$ cat config.mk
export PLATFORM = sky130hd
export DESIGN_NAME = bank_port_arb
export DESIGN_NICKNAME = d
export VERILOG_FILES = /design/src/common/split_pkg.sv /design/src/bank/bank_port_arb.sv
export SDC_FILE = /design/constraint.sdc
export NUM_CORES = 1
export LEC_CHECK = 0
export BUFFER_PORTS_ARGS = -buffer_cell sky130_fd_sc_hd__buf_2
export CORE_AREA = 2 2 123 125
export DETAILED_ROUTE_END_ITERATION = 8
export DIE_AREA = 0 0 125 127
export GPL_TIMING_DRIVEN = 0
export SLEW_MARGIN = 30
export SYNTH_ARGS = -nofsm -noshare
export SYNTH_HDL_FRONTEND = slang
export SYNTH_SLANG_ARGS = --single-unit
$ cat constraint.sdc
create_clock -name clk_i -period 2 [get_ports clk_i]
set_input_delay 0.6 -clock clk_i [delete_from_list [all_inputs] [get_ports clk_i]]
set_output_delay 0.6 -clock clk_i [all_outputs]
set_load 0.05 [all_outputs]
$ cat src/common/split_pkg.sv
// shared widths, vector types and port structs of the wide-to-narrow splitter
// every port uses the same req/gnt/rvalid handshake carried in these structs
// modules import this package inside their body and use scoped names in the port list
`default_nettype none

package split_pkg;

  localparam int unsigned WIDE_DW    = 64;                // wide accelerator port
  localparam int unsigned N_CHAN     = 2;                 // lanes = banks
  localparam int unsigned NARROW_DW  = WIDE_DW / N_CHAN;  // one lane word
  localparam int unsigned ADDR_W     = 32;                // byte address
  localparam int unsigned BANK_WORDS = 256;
  localparam int unsigned LANE_BYTES = 4;                 // bytes per lane word

  typedef logic [ADDR_W-1:0]                addr_t;
  typedef logic [WIDE_DW-1:0]               wide_data_t;
  typedef logic [NARROW_DW-1:0]             narrow_data_t;
  typedef logic [N_CHAN*LANE_BYTES-1:0]     wide_be_t;
  typedef logic [LANE_BYTES-1:0]            narrow_be_t;
  typedef logic [$clog2(BANK_WORDS)-1:0]    bank_idx_t;  // word index inside one bank
  typedef logic [N_CHAN-1:0]                lane_mask_t; // one bit per lane

  // wide request, held stable by the requester until gnt
  typedef struct packed {
    logic       req;
    logic       we;     // 1 = store
    addr_t      addr;
    wide_be_t   be;
    wide_data_t wdata;
  } wide_req_t;

  typedef struct packed {
    logic       gnt;
    logic       rvalid; // one per accepted request, in order
    wide_data_t rdata;
  } wide_rsp_t;

  // lane / bank side request
  typedef struct packed {
    logic         req;
    logic         we;
    addr_t        addr;
    narrow_be_t   be;
    narrow_data_t wdata;
  } narrow_req_t;

  typedef struct packed {
    logic         gnt;
    logic         rvalid;
    narrow_data_t rdata;  // valid on reads only
  } narrow_rsp_t;

  // grant side: PASS forwards req to all lanes, HOLD re-requests the missing ones
  typedef enum logic {
    GNT_PASS,
    GNT_HOLD
  } gnt_state_e;

  // response side: WAIT while some lane words sit in the capture registers
  typedef enum logic {
    RSP_PASS,
    RSP_WAIT
  } rsp_state_e;

endpackage

`default_nettype wire

$ cat src/bank/bank_port_arb.sv
// two-way arbiter in front of one memory bank
// a splitter lane and an outside contender share the bank; on a conflict the side
// that lost last time wins, a lone requester is granted in the same cycle
// the bank answers one cycle later and the response is sent back to its owner
`timescale 1ns/1ns
`default_nettype none

module bank_port_arb (
  input  logic                   clk_i,
  input  logic                   rst_ni,
  input  split_pkg::narrow_req_t lane_req_i,
  output split_pkg::narrow_rsp_t lane_rsp_o,
  input  split_pkg::narrow_req_t ext_req_i,
  output split_pkg::narrow_rsp_t ext_rsp_o,
  output split_pkg::narrow_req_t mem_req_o,
  input  logic                   mem_rvalid_i,
  input  split_pkg::narrow_data_t mem_rdata_i
);

  import split_pkg::*;

  logic conflict;     // both sides want the bank
  logic lane_win;
  logic ext_win;
  logic ext_lost_q;   // 1 = contender lost the last conflict
  logic owner_ext_q;  // contender owned the bank last cycle

  assign conflict = lane_req_i.req & ext_req_i.req;

  // loser of the previous conflict goes first
  assign lane_win = lane_req_i.req & (~ext_req_i.req | ~ext_lost_q);
  assign ext_win  = ext_req_i.req & (~lane_req_i.req | ext_lost_q);

  always_ff @(posedge clk_i or negedge rst_ni) begin
    if (!rst_ni) begin
      ext_lost_q <= 1'b0;           // lane first after reset
    end else if (conflict) begin
      ext_lost_q <= lane_win;       // flips on every conflict
    end
  end

  // remember the owner for the response cycle
  always_ff @(posedge clk_i or negedge rst_ni) begin
    if (!rst_ni) begin
      owner_ext_q <= 1'b0;
    end else begin
      owner_ext_q <= ext_win;
    end
  end

  // winner to the bank; idle lane req is low so the default pick is harmless
  assign mem_req_o = ext_win ? ext_req_i : lane_req_i;

  assign lane_rsp_o = '{
    gnt:    lane_win,
    rvalid: mem_rvalid_i & ~owner_ext_q,
    rdata:  mem_rdata_i
  };

  assign ext_rsp_o = '{
    gnt:    ext_win,
    rvalid: mem_rvalid_i & owner_ext_q,
    rdata:  mem_rdata_i
  };

endmodule

`default_nettype wire

==> impl_metrics.ini <==
[setup_path]
crit_required_ps = 1400
critPathCaptureType = primary output
path_class = input port to primary output
worstPathArrival_ps = 1700
critPathBufInv = 5
setup.worst_path.start_class = input port
worst-path-max-fanout = 10
cpLargestDelayFamily = buffers and inverters
r2r_slack_ps = 640
cpMostUsedCell = buf_12
cpMaxStageDelayCell = mux2_4
rr_startpoint = ext_lost_q$_DFFE_PN0P_
cp_cell_sequence = buf_12 > inv_12 > o21ai_4 > buf_8 > buf_12 > mux2_4 > buf_6
crit_path_max_incr_delay_ps = 310
r2r_end = owner_ext_q$_DFF_PN0_
worst_r2r_path_depth = 6

[clocking]
cts_max_path_buffers = 2
cts_root_buf = clkbuf_16
clk_pin_slew_ps = 30
cts_buffers = 3
cts_sinks = 2
cts_tree = done
worstSkewPairLatency_ps = 220
cts_hold_buf = 0
h-tree-depth = 1

[run_status]
status = complete, but fails checks
violations = negative setup slack

[finish]
design_area_mm2 = 0.00409
area_growth_pct = 181
layout_common_cells = 209 x buf_2, 69 x mux2_4, 69 x buf_6, 66 x buf_4, 9 x buf_12
diodes = 0
layout.nets = 619
drive_gt1_frac = 0.984
final_common_cell = buf_2

[die]
io_pins = 313
die_y_um = 127
fp.dieArea_mm2 = 0.0159
die_w_um = 125
floorplan.rows = 44
start_util = 0.101
core_region_area_mm2 = 0.0144

[power_and_ir_drop]
p_per_area_mw_per_mm2 = 732
vdd_drop_max_v = 0.000226
seq_power_share = 0.024
switching_share = 0.510
p_total_uw = 2990
pwr-share-comb = 0.877
p_leak_uw = 0.00239
p_sw_uw = 1520
power.internal_uw = 1470
clock_power_share = 0.099

[yosys]
netlist_instances = 153
ys_warn_count = 0
yosys.cell_types.count = 13
syn_avg_cell_area_um2 = 9.50
syn-num-nets = 328
syn_area_mm2 = 0.00145
ys_seq_elements = 2
yosysSeqAreaShare = 0.0344

[global_routing]
gr-total-overflow = 0
grt_use_total = 0.0732
antenna_found_initial = 0
grt_pass1_vias = 1972
grt_pass1_wl_um = 9490
grt_max_degree = 11

[flow_run]
cap_violations = 0

[place]
dpl_cell_area_mm2 = 0.00336
place_congestion = 0.707
dp_hpwl_um = 5620
io_buffers = 280

[route]
viasPerCell = 3.40
first_iter_violations = 7
wl_um = 6770
firstDrtPassIters = 3
drt.antenna.violating_nets = 0
wire_per_inst_um = 10.8
num_vias = 2130
drc_errors = 0

[sta]
worst_slack_ps = -296
post-route-min-period_ps = 2300
fmax_mhz = 436
setup_tns_ps = -19210
worstMarginPinSlew_ps = 256
drv_slew = 0
slew_headroom = 0.831
fin_crit_sh = 1.15
fin_skew_ps = 0.178
setup_viol = 70
hold_viol_final = 0
rsz0062_at_grt = yes

[hold_path]
hp-class = input port to asynchronous set/reset pin
registers in the layout, summed over array words and instances, names as in the netlist:
register and count:
ext_lost_q 1, owner_ext_q 1
power by group through the flow:
| stage | Sequential [µW] | Combinational (µW) | Clock [µW] |
|---|---|---|---|
| detailed placement | 72.7 | 2160 | 0 |
| global placement | 71.7 | 2160 | 0 |
| global route | 75.9 | 2720 | 310 |
| finish | 72.5 | 2620 | 296 |
| floorplan | 70.0 | 1730 | 0 |
| CTS | 72.1 | 2580 | 303 |
repair_timing:
item                       in CTS  in global routing
setup endpoints to repair      70                 70
gates cloned                    1                  2
buffers inserted                2                  2
gates resized for setup       164                  6
pin swaps                       1                  1
per-layer routing:
layer  track usage  up-vias  wire length [µm]
li1              -     1035                 -
met1        0.0696      927              2130
met2         0.153      166              3810
met3        0.0214        2               788
met4        0.0157        0                36
met5             0        -                 0
worst register-to-register path: stages (launching register included):
cell and delay [ps]:
dfrtp_1 420, o21ai_4 220, buf_12 170, clkbuf_16 170
buf_6 100, inv_6 30, buf_4 120
kinds of logic after synthesis:
logic type / Yosys count / share of synthesized area
compound gates: 2 / 0.0146
flops: 2 / 0.0344
xor+xnor: 1 / 0.00603
simple gates: 4 / 0.0155
buf+inv: 75 / 0.395
mux: 69 / 0.534
metrics by stage:
stage	util	setup slack (ps)	hold slack, ps	std cells
after CTS	0.278	-312	170	623
after detailed placement	0.233	-705	399	617
after floorplan	-	-57.0	304	153
final	0.284	-296	168	626
after global routing	0.284	-339	167	626
after global placement	0.233	-708	401	617
worst max path at each step:
stage | from | end | slack [ps] | cells after the start
final | lane_req_i[69] | mem_req_o[48] | -300 | 7
after global routing | lane_req_i[69] | mem_req_o[49] | -340 | 7
after CTS | lane_req_i[69] | mem_req_o[23] | -310 | 7
after detailed placement | lane_req_i[69] | mem_req_o[17] | -710 | 6
after global placement | lane_req_i[69] | mem_req_o[17] | -710 | 6
after floorplan | lane_req_i[69] | mem_req_o[0] | -60 | 4
Yosys cell counts (all sizes together):
master,number,area share
dfrtp,2,0.034
a21oi,1,0.0034
nor2b,1,0.0043
nand2,1,0.0026
or2,1,0.0043
mux2,69,0.53
buf,73,0.39
xnor2,1,0.0060
inv,2,0.0052
and2,1,0.0043
o21ai,1,0.011
final cells by class:
type	count	area, µm²
clock buffer	3	75.1
tap	184	230
sequential	2	50.0
timing repair buffer	287	1990
buffer	72	628
fill	1485	10300
multi-input combinational	76	1090
inverter	2	25.0
(Power assumes the default switching activity.)
