--- src/common/split_pkg.sv ---
// shared widths, vector types and port structs of the wide-to-narrow splitter
// every port uses the same req/gnt/rvalid handshake carried in these structs
// modules import this package inside their body and use scoped names in the port list
`default_nettype none

package split_pkg;

  localparam int unsigned WIDE_DW    = 64;                // wide accelerator port
  localparam int unsigned N_CHAN     = 2;                 // lanes = banks
  localparam int unsigned NARROW_DW  = WIDE_DW / N_CHAN;  // one lane word
  localparam int unsigned ADDR_W     = 32;                // byte address
  localparam int unsigned BANK_WORDS = 256;
  localparam int unsigned LANE_BYTES = 4;                 // bytes per lane word

  typedef logic [ADDR_W-1:0]                addr_t;
  typedef logic [WIDE_DW-1:0]               wide_data_t;
  typedef logic [NARROW_DW-1:0]             narrow_data_t;
  typedef logic [N_CHAN*LANE_BYTES-1:0]     wide_be_t;
  typedef logic [LANE_BYTES-1:0]            narrow_be_t;
  typedef logic [$clog2(BANK_WORDS)-1:0]    bank_idx_t;  // word index inside one bank
  typedef logic [N_CHAN-1:0]                lane_mask_t; // one bit per lane

  // wide request, held stable by the requester until gnt
  typedef struct packed {
    logic       req;
    logic       we;     // 1 = store
    addr_t      addr;
    wide_be_t   be;
    wide_data_t wdata;
  } wide_req_t;

  typedef struct packed {
    logic       gnt;
    logic       rvalid; // one per accepted request, in order
    wide_data_t rdata;
  } wide_rsp_t;

  // lane / bank side request
  typedef struct packed {
    logic         req;
    logic         we;
    addr_t        addr;
    narrow_be_t   be;
    narrow_data_t wdata;
  } narrow_req_t;

  typedef struct packed {
    logic         gnt;
    logic         rvalid;
    narrow_data_t rdata;  // valid on reads only
  } narrow_rsp_t;

  // grant side: PASS forwards req to all lanes, HOLD re-requests the missing ones
  typedef enum logic {
    GNT_PASS,
    GNT_HOLD
  } gnt_state_e;

  // response side: WAIT while some lane words sit in the capture registers
  typedef enum logic {
    RSP_PASS,
    RSP_WAIT
  } rsp_state_e;

endpackage

`default_nettype wire

--- src/design/core_split.sv ---
// splits one wide load/store into N_CHAN narrow lane requests
// wide gnt is raised once every lane has been granted, partial grants are remembered
// so only the missing lanes re-request; early lane responses are captured and merged
// into a single wide rvalid when the last lane answers
`timescale 1ns/1ns
`default_nettype none

module core_split (
  input  logic                   clk_i,
  input  logic                   rst_ni,
  input  logic                   clear_i,
  input  split_pkg::wide_req_t   wide_req_i,
  output split_pkg::wide_rsp_t   wide_rsp_o,
  output split_pkg::narrow_req_t lane_req_o [split_pkg::N_CHAN],
  input  split_pkg::narrow_rsp_t lane_rsp_i [split_pkg::N_CHAN]
);

  import split_pkg::*;

  gnt_state_e gnt_state_q, gnt_state_d;
  rsp_state_e rsp_state_q, rsp_state_d;

  lane_mask_t lane_gnt;                 // gnt from each lane this cycle
  lane_mask_t lane_rvalid;
  lane_mask_t gnt_mask_q, gnt_mask_d;   // lanes granted earlier in this request
  lane_mask_t hold_mask;                // mask seen only in HOLD
  lane_mask_t covered;                  // granted now or before
  logic       all_gnt;

  lane_mask_t                rsp_vld_q, rsp_vld_d;  // lane words already captured
  narrow_data_t [N_CHAN-1:0] rsp_data_q;            // early lane read data
  logic                      all_rsp;

  // lane handshake bits into vectors
  always_comb begin
    for (int n = 0; n < N_CHAN; n++) begin
      lane_gnt[n]    = lane_rsp_i[n].gnt;
      lane_rvalid[n] = lane_rsp_i[n].rvalid;
    end
  end

  assign hold_mask = (gnt_state_q == GNT_HOLD) ? gnt_mask_q : '0;
  assign covered   = lane_gnt | hold_mask;
  assign all_gnt   = wide_req_i.req & (&covered);

  // grant FSM
  always_comb begin
    gnt_state_d = gnt_state_q;
    gnt_mask_d  = gnt_mask_q;
    unique case (gnt_state_q)
      GNT_PASS: begin
        if (wide_req_i.req && !all_gnt) begin  // partly granted, remember who got through
          gnt_state_d = GNT_HOLD;
          gnt_mask_d  = lane_gnt;
        end
      end
      GNT_HOLD: begin
        if (all_gnt) begin
          gnt_state_d = GNT_PASS;
          gnt_mask_d  = '0;
        end else begin
          gnt_mask_d  = covered;               // accumulate late grants
        end
      end
    endcase
  end

  always_ff @(posedge clk_i or negedge rst_ni) begin
    if (!rst_ni) begin
      gnt_state_q <= GNT_PASS;
      gnt_mask_q  <= '0;
    end else if (clear_i) begin
      gnt_state_q <= GNT_PASS;
      gnt_mask_q  <= '0;
    end else begin
      gnt_state_q <= gnt_state_d;
      gnt_mask_q  <= gnt_mask_d;
    end
  end

  // lane requests, granted lanes stay quiet until the wide gnt
  always_comb begin
    for (int n = 0; n < N_CHAN; n++) begin
      lane_req_o[n].req   = wide_req_i.req & ~hold_mask[n];
      lane_req_o[n].we    = wide_req_i.we;
      lane_req_o[n].addr  = wide_req_i.addr + addr_t'(n * LANE_BYTES);  // lane byte offset
      lane_req_o[n].be    = wide_req_i.be[n*LANE_BYTES +: LANE_BYTES];
      lane_req_o[n].wdata = wide_req_i.wdata[n*NARROW_DW +: NARROW_DW];
    end
  end

  // response FSM
  always_comb begin
    rsp_state_d = rsp_state_q;
    rsp_vld_d   = rsp_vld_q | lane_rvalid;
    all_rsp     = 1'b0;
    unique case (rsp_state_q)
      RSP_PASS: begin
        all_rsp = &lane_rvalid;               // all lanes answer together
        if (|lane_rvalid && !all_rsp) begin
          rsp_state_d = RSP_WAIT;
        end
      end
      RSP_WAIT: begin
        all_rsp = &(lane_rvalid | rsp_vld_q);
        if (all_rsp) begin
          rsp_state_d = RSP_PASS;
        end
      end
    endcase
    if (all_rsp) begin
      rsp_vld_d = '0;                         // transaction done, flags free for the next one
    end
  end

  always_ff @(posedge clk_i or negedge rst_ni) begin
    if (!rst_ni) begin
      rsp_state_q <= RSP_PASS;
      rsp_vld_q   <= '0;
    end else if (clear_i) begin
      rsp_state_q <= RSP_PASS;
      rsp_vld_q   <= '0;
    end else begin
      rsp_state_q <= rsp_state_d;
      rsp_vld_q   <= rsp_vld_d;
    end
  end

  // capture lane read data as it arrives
  always_ff @(posedge clk_i) begin
    for (int n = 0; n < N_CHAN; n++) begin
      if (lane_rvalid[n]) begin
        rsp_data_q[n] <= lane_rsp_i[n].rdata;
      end
    end
  end

  // merged wide response
  always_comb begin
    wide_rsp_o.gnt    = all_gnt;
    wide_rsp_o.rvalid = all_rsp;
    for (int n = 0; n < N_CHAN; n++) begin
      // captured word for early lanes, live data for the late ones
      wide_rsp_o.rdata[n*NARROW_DW +: NARROW_DW] =
        (rsp_state_q == RSP_WAIT && rsp_vld_q[n]) ? rsp_data_q[n] : lane_rsp_i[n].rdata;
    end
  end

endmodule

`default_nettype wire

--- config.mk ---
export PLATFORM = sky130hd
export DESIGN_NAME = core_split
export DESIGN_NICKNAME = d
export VERILOG_FILES = /design/src/common/split_pkg.sv /design/src/design/core_split.sv
export SDC_FILE = /design/constraint.sdc
export NUM_CORES = 1
export LEC_CHECK = 0
export ABC_AREA = 0
export BUFFER_PORTS_ARGS = -buffer_cell sky130_fd_sc_hd__buf_4
export CAP_MARGIN = 20
export CORE_AREA = 2 2 150 152
export DETAILED_ROUTE_END_ITERATION = 7
export DIE_AREA = 0 0 152 154
export GPL_TIMING_DRIVEN = 0
export PLACE_DENSITY = 0.56
export SYNTH_ARGS = -nofsm -noshare
export SYNTH_HDL_FRONTEND = slang
export SYNTH_SLANG_ARGS = --single-unit
--- constraint.sdc ---
create_clock -name clk_i -period 4 [get_ports clk_i]
set_clock_uncertainty 0.1 [all_clocks]
set_input_delay 0.6 -clock clk_i [delete_from_list [all_inputs] [get_ports clk_i]]
set_output_delay 0.6 -clock clk_i [all_outputs]
set_load 0.01 [all_outputs]
==> impl_metrics.py, run 1 <==
metrics = {
    "status": {
        "status": "complete, no violations",
    },
    "setup_path": {
        "worstPathRequired_ns": 3.30,
        "critPathLaunchType": "primary input",
        "critical_path_class": "primary input to output port",
        "endpoint": "lane_req_o[62]",
        "r2r-end": "gnt_mask_q[1]",
        "crit_arrival_ns": 2.20,
        "critPathMaxFanout": 8,
        "ff2ff_setup_slack_ns": 2.65,
        "worstRegToRegCells": 4,
        "startpoint": "wide_req_i[74]",
        "r2r-start": "gnt_state_q",
        "critPathCaptureType": "output port",
    },
    "clock_tree": {
        "clkLatencyLatePin_ns": 0.34,
        "cts-root-buf": "clkbuf_16",
        "clkTransAtPathRegs_ns": 0.06,
        "ctsHoldBuffers": 1,
        "postCtsSetupBuffers": 0,
        "ctsResizeCount": 0,
        "cts_buffer_depth": 2,
        "cts_buffers": 9,
        "htreeDepth": 3,
        "clock_sinks": 70,
        "cts_tree": "done",
    },
    "power": {
        "p_per_area_nw_per_um2": 308,
        "comb_power_share_pct": 26.4,
        "fin_total_pwr_w": 0.00228,
        "peakVddDrop_mv": 0.181,
        "pwr-share-seq_pct": 38.6,
        "leakage_nw": 3.46,
        "clkPwrFrac_pct": 35.0,
        "switching_share_pct": 25.6,
        "p_int_w": 0.00170,
        "p_sw_w": 0.000582,
    },
    "placed_design": {
        "place.gp.congestion": 0.825,
        "post_dp_cell_area_um2": 7090,
        "dp_hpwl_um": 13500,
        "port-buffer-count": 307,
        "dpl.cell_count": 955,
    },
    "cells_and_area": {
        "syn2layout_area_growth_pct": 66.9,
        "drive_above_1_share_pct": 74.3,
        "postLayoutCellArea_um2": 7410,
        "stdcell_count": 975,
        "finalNetCount": 866,
    },
    "yosys": {
        "yosysTopAreaCell": "edfxtp_1",
        "synth_top_area_share_pct": 43.3,
        "postSynthCellCount": 368,
        "syn_area_um2": 4440,
        "synth_seq_area_share_pct": 46.7,
        "synthTopCellsByArea": "edfxtp_1 43%, buf_4 19%, mux2_2 16%",
        "yosysWarnings": 0,
        "synth-seq-cells": 70,
        "synth.distinct_cells": 31,
        "syn-num-nets": 547,
        "avgSynthCellArea_um2": 12.1,
    },
    "routing": {
        "vias_per_cell": 3.98,
        "wl_per_cell_um": 16.8,
        "drtIter0Drc": 125,
        "detail-route-antenna-nets": 0,
        "dr.pass1.iters": 4,
        "via_count": 3878,
        "drc": 0,
        "routed_wl_um": 16400,
    },
    "floorplanning": {
        "die-area_um2": 23400,
        "die_y_um": 154,
        "fp-row-count": 54,
        "core_area_um2": 21700,
        "io_pins": 383,
        "start_util_pct": 20.5,
        "dieWidth_um": 152,
    },
    "grt": {
        "overflow": 0,
        "grt_usage_pct": 13.2,
        "antenna_found_initial": 3,
        "grt_pass1_vias": 3999,
        "grt_pass1_wl_um": 23900,
        "grt_max_degree": 36,
    },
    "sta": {
        "final-hold-violation-count": 0,
        "clock.fmax_ghz": 0.344,
        "period_minus_slack_ns": 2.90,
        "tns_ns": 0,
        "worstMarginPinSlew_ns": 0.504,
        "maxSlewViolCount": 0,
        "setup_violations": 0,
        "slew_headroom_pct": 66.4,
        "fin_hold_ws_ns": 0.344,
        "min_period_over_period_pct": 72.6,
        "rsz0062_at_grt": "false",
    },
    "worst_hold_path": {
        "hold_depth": 1,
        "hp-class": "primary input to flop",
    },
    "flow_run": {
        "max_cap_viol_count": 0,
    },
}
## power groups by stage
| stage | clock network (W) | logic, W | registers (W) |
|---|---|---|---|
| CTS | 0.000827 | 0.000612 | 0.000880 |
| floorplan | 0 | 0.000262 | 0.000890 |
| global route | 0.000857 | 0.000647 | 0.000886 |
| detailed placement | 0 | 0.000607 | 0.000894 |
| finish | 0.000798 | 0.000602 | 0.000880 |
| global placement | 0 | 0.000607 | 0.000892 |
## cell type report
cell class,count,area [µm²]
clock buffers,9,225
clock inverters,7,72.6
well taps,280,350
inverters,7,26.3
flip-flops and latches,70,2070
repair buffers,308,2310
fillers,2232,14300
plain buffers,116,856
multi-input cells,175,1490
diodes,3,7.51
## routing by layer
layer  global-route usage [%]  routed length (µm)  part of all wire (%)  vias to the layer above
met5                        0                   0                     0                        -
met4                     5.12                 374                   2.3                        0
met3                     7.98                2210                    14                       19
met2                     22.6                8120                    50                      229
met1                     13.2                5690                    35                     1801
li1                         -                   -                     -                     1829
## placed cells by master (no fill, tap or decap), types with 9 or more instances in the layout
master,count
nand3_1,9
nor3_1,13
clkbuf_16,9
mux2_2,64
nand2_1,10
xor2_1,19
buf_4,417
edfxtp_1,64
xnor2_1,9
nor2_1,12
## worst max-delay path, cell delays in order
cell     delay (ns)
buf_4          0.12
ha_1           0.22
and3_1         0.23
nand3_2        0.20
nor3_1         0.47
xor2_1         0.21
buf_4          0.15
## synthesized netlist by cell type
master / n
a31oi_1: 1
nand2_2: 1
xor2_1: 19
edfxtp_1: 64
and2_1: 4
mux2_2: 64
nor2b_1: 2
o21ai_0: 3
inv_1: 7
a21boi_0: 1
nand3_1: 9
a21oi_1: 3
nor4_2: 4
ha_1: 2
nor3_1: 13
a221oi_1: 1
buf_4: 110
nand4_4: 2
and4_4: 2
buf_2: 6
nand3_2: 1
or2_2: 1
nand2_1: 10
xnor2_1: 9
o22ai_1: 2
and3_1: 6
dfrtp_1: 6
nor2_1: 12
and4_1: 1
a22o_1: 1
nand4_1: 1
## through the flow
stage,worst slack [ns],utilization [%]
5_1_grt,1.04,34.2
2_1_floorplan,1.64,-
3_3_place_gp,1.12,32.7
6_report,1.10,34.2
3_5_place_dp,1.10,32.7
4_1_cts,1.08,34.1
## cell families after synthesis
group | share of synthesized area [%]
XOR/XNOR | 5.52
flip-flops | 46.7
buffers and inverters | 19.9
AO/OA/AOI/OAI | 1.66
adder cells (fa/ha/maj) | 0.564
AND/OR/NAND/NOR | 9.47
multiplexers | 16.2
## worst min-delay path by stage
stage,from,slack [ns],endpoint
after floorplan,rst_ni,0.20,gnt_mask_q[0]
after CTS,lane_rsp_i[52],0.33,rsp_data_q[18]
after global routing,lane_rsp_i[42],0.33,rsp_data_q[8]
after detailed placement,rst_ni,0.31,gnt_mask_q[0]
after global placement,rst_ni,0.32,gnt_mask_q[1]
final,lane_rsp_i[45],0.34,rsp_data_q[11]
## flip-flops by register name (all words and copies together) (netlist names)
signal / flops
rsp_vld_q: 2
rsp_state_q: 1
rsp_data_q: 64
gnt_mask_q: 2
gnt_state_q: 1
(Power assumes the default switching activity.)
==> run 2, diff against run 1 <==
--- a/config.mk
+++ b/config.mk
@@ -8,11 +8,11 @@
 export ABC_AREA = 0
 export BUFFER_PORTS_ARGS = -buffer_cell sky130_fd_sc_hd__buf_4
 export CAP_MARGIN = 20
-export CORE_AREA = 2 2 150 152
+export CORE_AREA = 2 2 147 149
 export DETAILED_ROUTE_END_ITERATION = 7
-export DIE_AREA = 0 0 152 154
+export DIE_AREA = 0 0 149 151
 export GPL_TIMING_DRIVEN = 0
-export PLACE_DENSITY = 0.56
+export PLACE_DENSITY = 0.58
 export SYNTH_ARGS = -nofsm -noshare
 export SYNTH_HDL_FRONTEND = slang
 export SYNTH_SLANG_ARGS = --single-unit
==> constraint.sdc (replaced) <==
create_clock -name clk_i -period 2.9 [get_ports clk_i]
set_clock_uncertainty 0.1 [all_clocks]
set_input_delay 0.435 -clock clk_i [delete_from_list [all_inputs] [get_ports clk_i]]
set_output_delay 0.435 -clock clk_i [all_outputs]
set_load 0.01 [all_outputs]
==> impl_metrics.py, run 2 (same netlist as run 1, synthesis figures left out) <==
metrics = {
    "setup_path": {
        "worstRegToRegCells": 4,
        "worstPathRequired_ns": 2.37,
        "r2r-start": "gnt_state_q",
        "crit_arrival_ns": 1.85,
        "r2r-end": "gnt_mask_q[1]",
        "critical_path_class": "primary input to output port",
        "critPathLaunchType": "primary input",
        "critPathCaptureType": "output port",
        "critPathMaxFanout": 8,
        "ff2ff_setup_slack_ns": 1.58,
    },
    "routing": {
        "drc": 0,
        "wl_per_cell_um": 15.6,
        "detail-route-antenna-nets": 0,
        "routed_wl_um": 15100,
        "vias_per_cell": 3.95,
        "drtIter0Drc": 110,
        "via_count": 3819,
        "dr.pass1.iters": 4,
    },
    "clock_tree": {
        "clkTransAtPathRegs_ns": 0.06,
        "clkLatencyLatePin_ns": 0.33,
        "postCtsSetupBuffers": 0,
        "ctsResizeCount": 0,
        "cts-root-buf": "clkbuf_16",
        "cts_buffer_depth": 2,
        "cts_buffers": 9,
        "clock_sinks": 70,
        "htreeDepth": 3,
        "cts_tree": "done",
    },
    "status": {
        "status": "complete, no violations",
    },
    "sta": {
        "maxSlewViolCount": 0,
        "rsz0062_at_grt": "false",
        "final-hold-violation-count": 0,
        "worstMarginPinSlew_ns": 0.470,
        "tns_ns": 0,
        "min_period_over_period_pct": 82.2,
        "slew_headroom_pct": 68.7,
        "setup_violations": 0,
        "clock.fmax_ghz": 0.419,
        "period_minus_slack_ns": 2.38,
    },
    "grt": {
        "grt_pass1_wl_um": 21300,
        "antenna_found_initial": 0,
        "grt_pass1_vias": 3757,
        "grt_usage_pct": 12.3,
        "grt_max_degree": 36,
        "overflow": 0,
    },
    "worst_hold_path": {
        "min_to": "rsp_data_q[4]",
        "hold_start": "lane_rsp_i[38]",
        "hold_depth": 1,
        "hp-class": "primary input to flop",
    },
    "cells_and_area": {
        "final_util_pct": 35.7,
        "finalNetCount": 866,
        "layout_common_cells": "417 x buf_4, 64 x mux2_2, 64 x edfxtp_1",
        "postLayoutCellArea_um2": 7430,
        "top_regs": "rsp_data_q: 64 flops, gnt_mask_q: 2 flops, rsp_vld_q: 2 flops",
        "fill_cells": 2142,
        "largest_register": "rsp_data_q",
        "antennaDiodeCount": 0,
        "largest_reg_flops": 64,
        "syn2layout_area_growth_pct": 67.3,
        "drive_above_1_share_pct": 74.3,
        "final_common_cell": "buf_4",
        "stdcell_count": 967,
    },
    "placed_design": {
        "port-buffer-count": 307,
        "place.gp.congestion": 0.791,
        "dp_hpwl_um": 12500,
        "post_dp_cell_area_um2": 7090,
        "dpl.cell_count": 950,
    },
    "flow_run": {
        "max_cap_viol_count": 0,
    },
    "floorplanning": {
        "io_pins": 383,
        "start_util_pct": 21.3,
        "die_y_um": 151,
        "die-area_um2": 22500,
        "dieWidth_um": 149,
        "core_area_um2": 20800,
        "fp-row-count": 53,
    },
    "power": {
        "leakage_nw": 3.48,
        "peakVddDrop_mv": 0.212,
        "p_per_area_nw_per_um2": 436,
    },
}
[run 2: area by class of cell]
type	count	area [µm²]	share of cell area, %
Buffer	116	856	11.5
Sequential cell	70	2070	27.9
Multi-Input combinational cell	175	1490	20.0
Clock buffer	9	225	3.03
Timing Repair Buffer	308	2310	31.2
Inverter	7	26.3	0.354
Clock inverter	7	105	1.41
Tap cell	275	344	4.63
[run 2: worst max-delay path: stages]
cell and delay [ns]:
buf_4 0.10, ha_1 0.23, and3_1 0.22, nand3_2 0.20, nor4_2 0.32, xor2_1 0.19, buf_4 0.15
[run 2: per-layer routing]
layer,GRT usage (%),part of all wire [%],vias to the layer above
met3,4.49,11,9
met5,0,0,-
met4,2.71,0.86,0
met1,14.4,39,1766
li1,-,-,1832
met2,21.6,49,212
[run 2: what timing repair did]
item | in CTS | in global routing
endpoints found under the setup margin | 0 | 0
endpoints found under the hold margin | 6 | 0
hold buffers | 1 | 0
[run 2: worst max-delay path by stage]
stage | start | end | slack [ns] | depth (start not counted)
3_3_place_gp | wide_req_i[74] | lane_req_o[62] | 0.52 | 7
3_5_place_dp | wide_req_i[74] | lane_req_o[60] | 0.52 | 7
5_1_grt | wide_req_i[74] | lane_req_o[60] | 0.39 | 7
2_1_floorplan | wide_req_i[74] | lane_req_o[60] | 0.87 | 5
4_1_cts | wide_req_i[74] | lane_req_o[60] | 0.50 | 7
6_report | wide_req_i[74] | lane_req_o[60] | 0.52 | 7
[run 2: power by group]
group / internal (W) / total, W / switching, W
Combinational: 0.000483 / 0.000818 / 0.000334
Sequential: 0.00119 / 0.00121 / 0.0000224
Clock: 0.000766 / 0.00121 / 0.000441
Total: 0.00244 / 0.00324 / 0.000797
[run 2: through the flow]
| stage | power [W] | hold slack [ns] | setup slack [ns] |
|---|---|---|---|
| 2_1_floorplan | 0.00159 | 0.0394 | 0.870 |
| 3_3_place_gp | 0.00205 | 0.149 | 0.518 |
| 3_5_place_dp | 0.00206 | 0.148 | 0.516 |
| 4_1_cts | 0.00329 | 0.172 | 0.497 |
| 5_1_grt | 0.00338 | 0.172 | 0.392 |
| 6_report | 0.00324 | 0.186 | 0.516 |
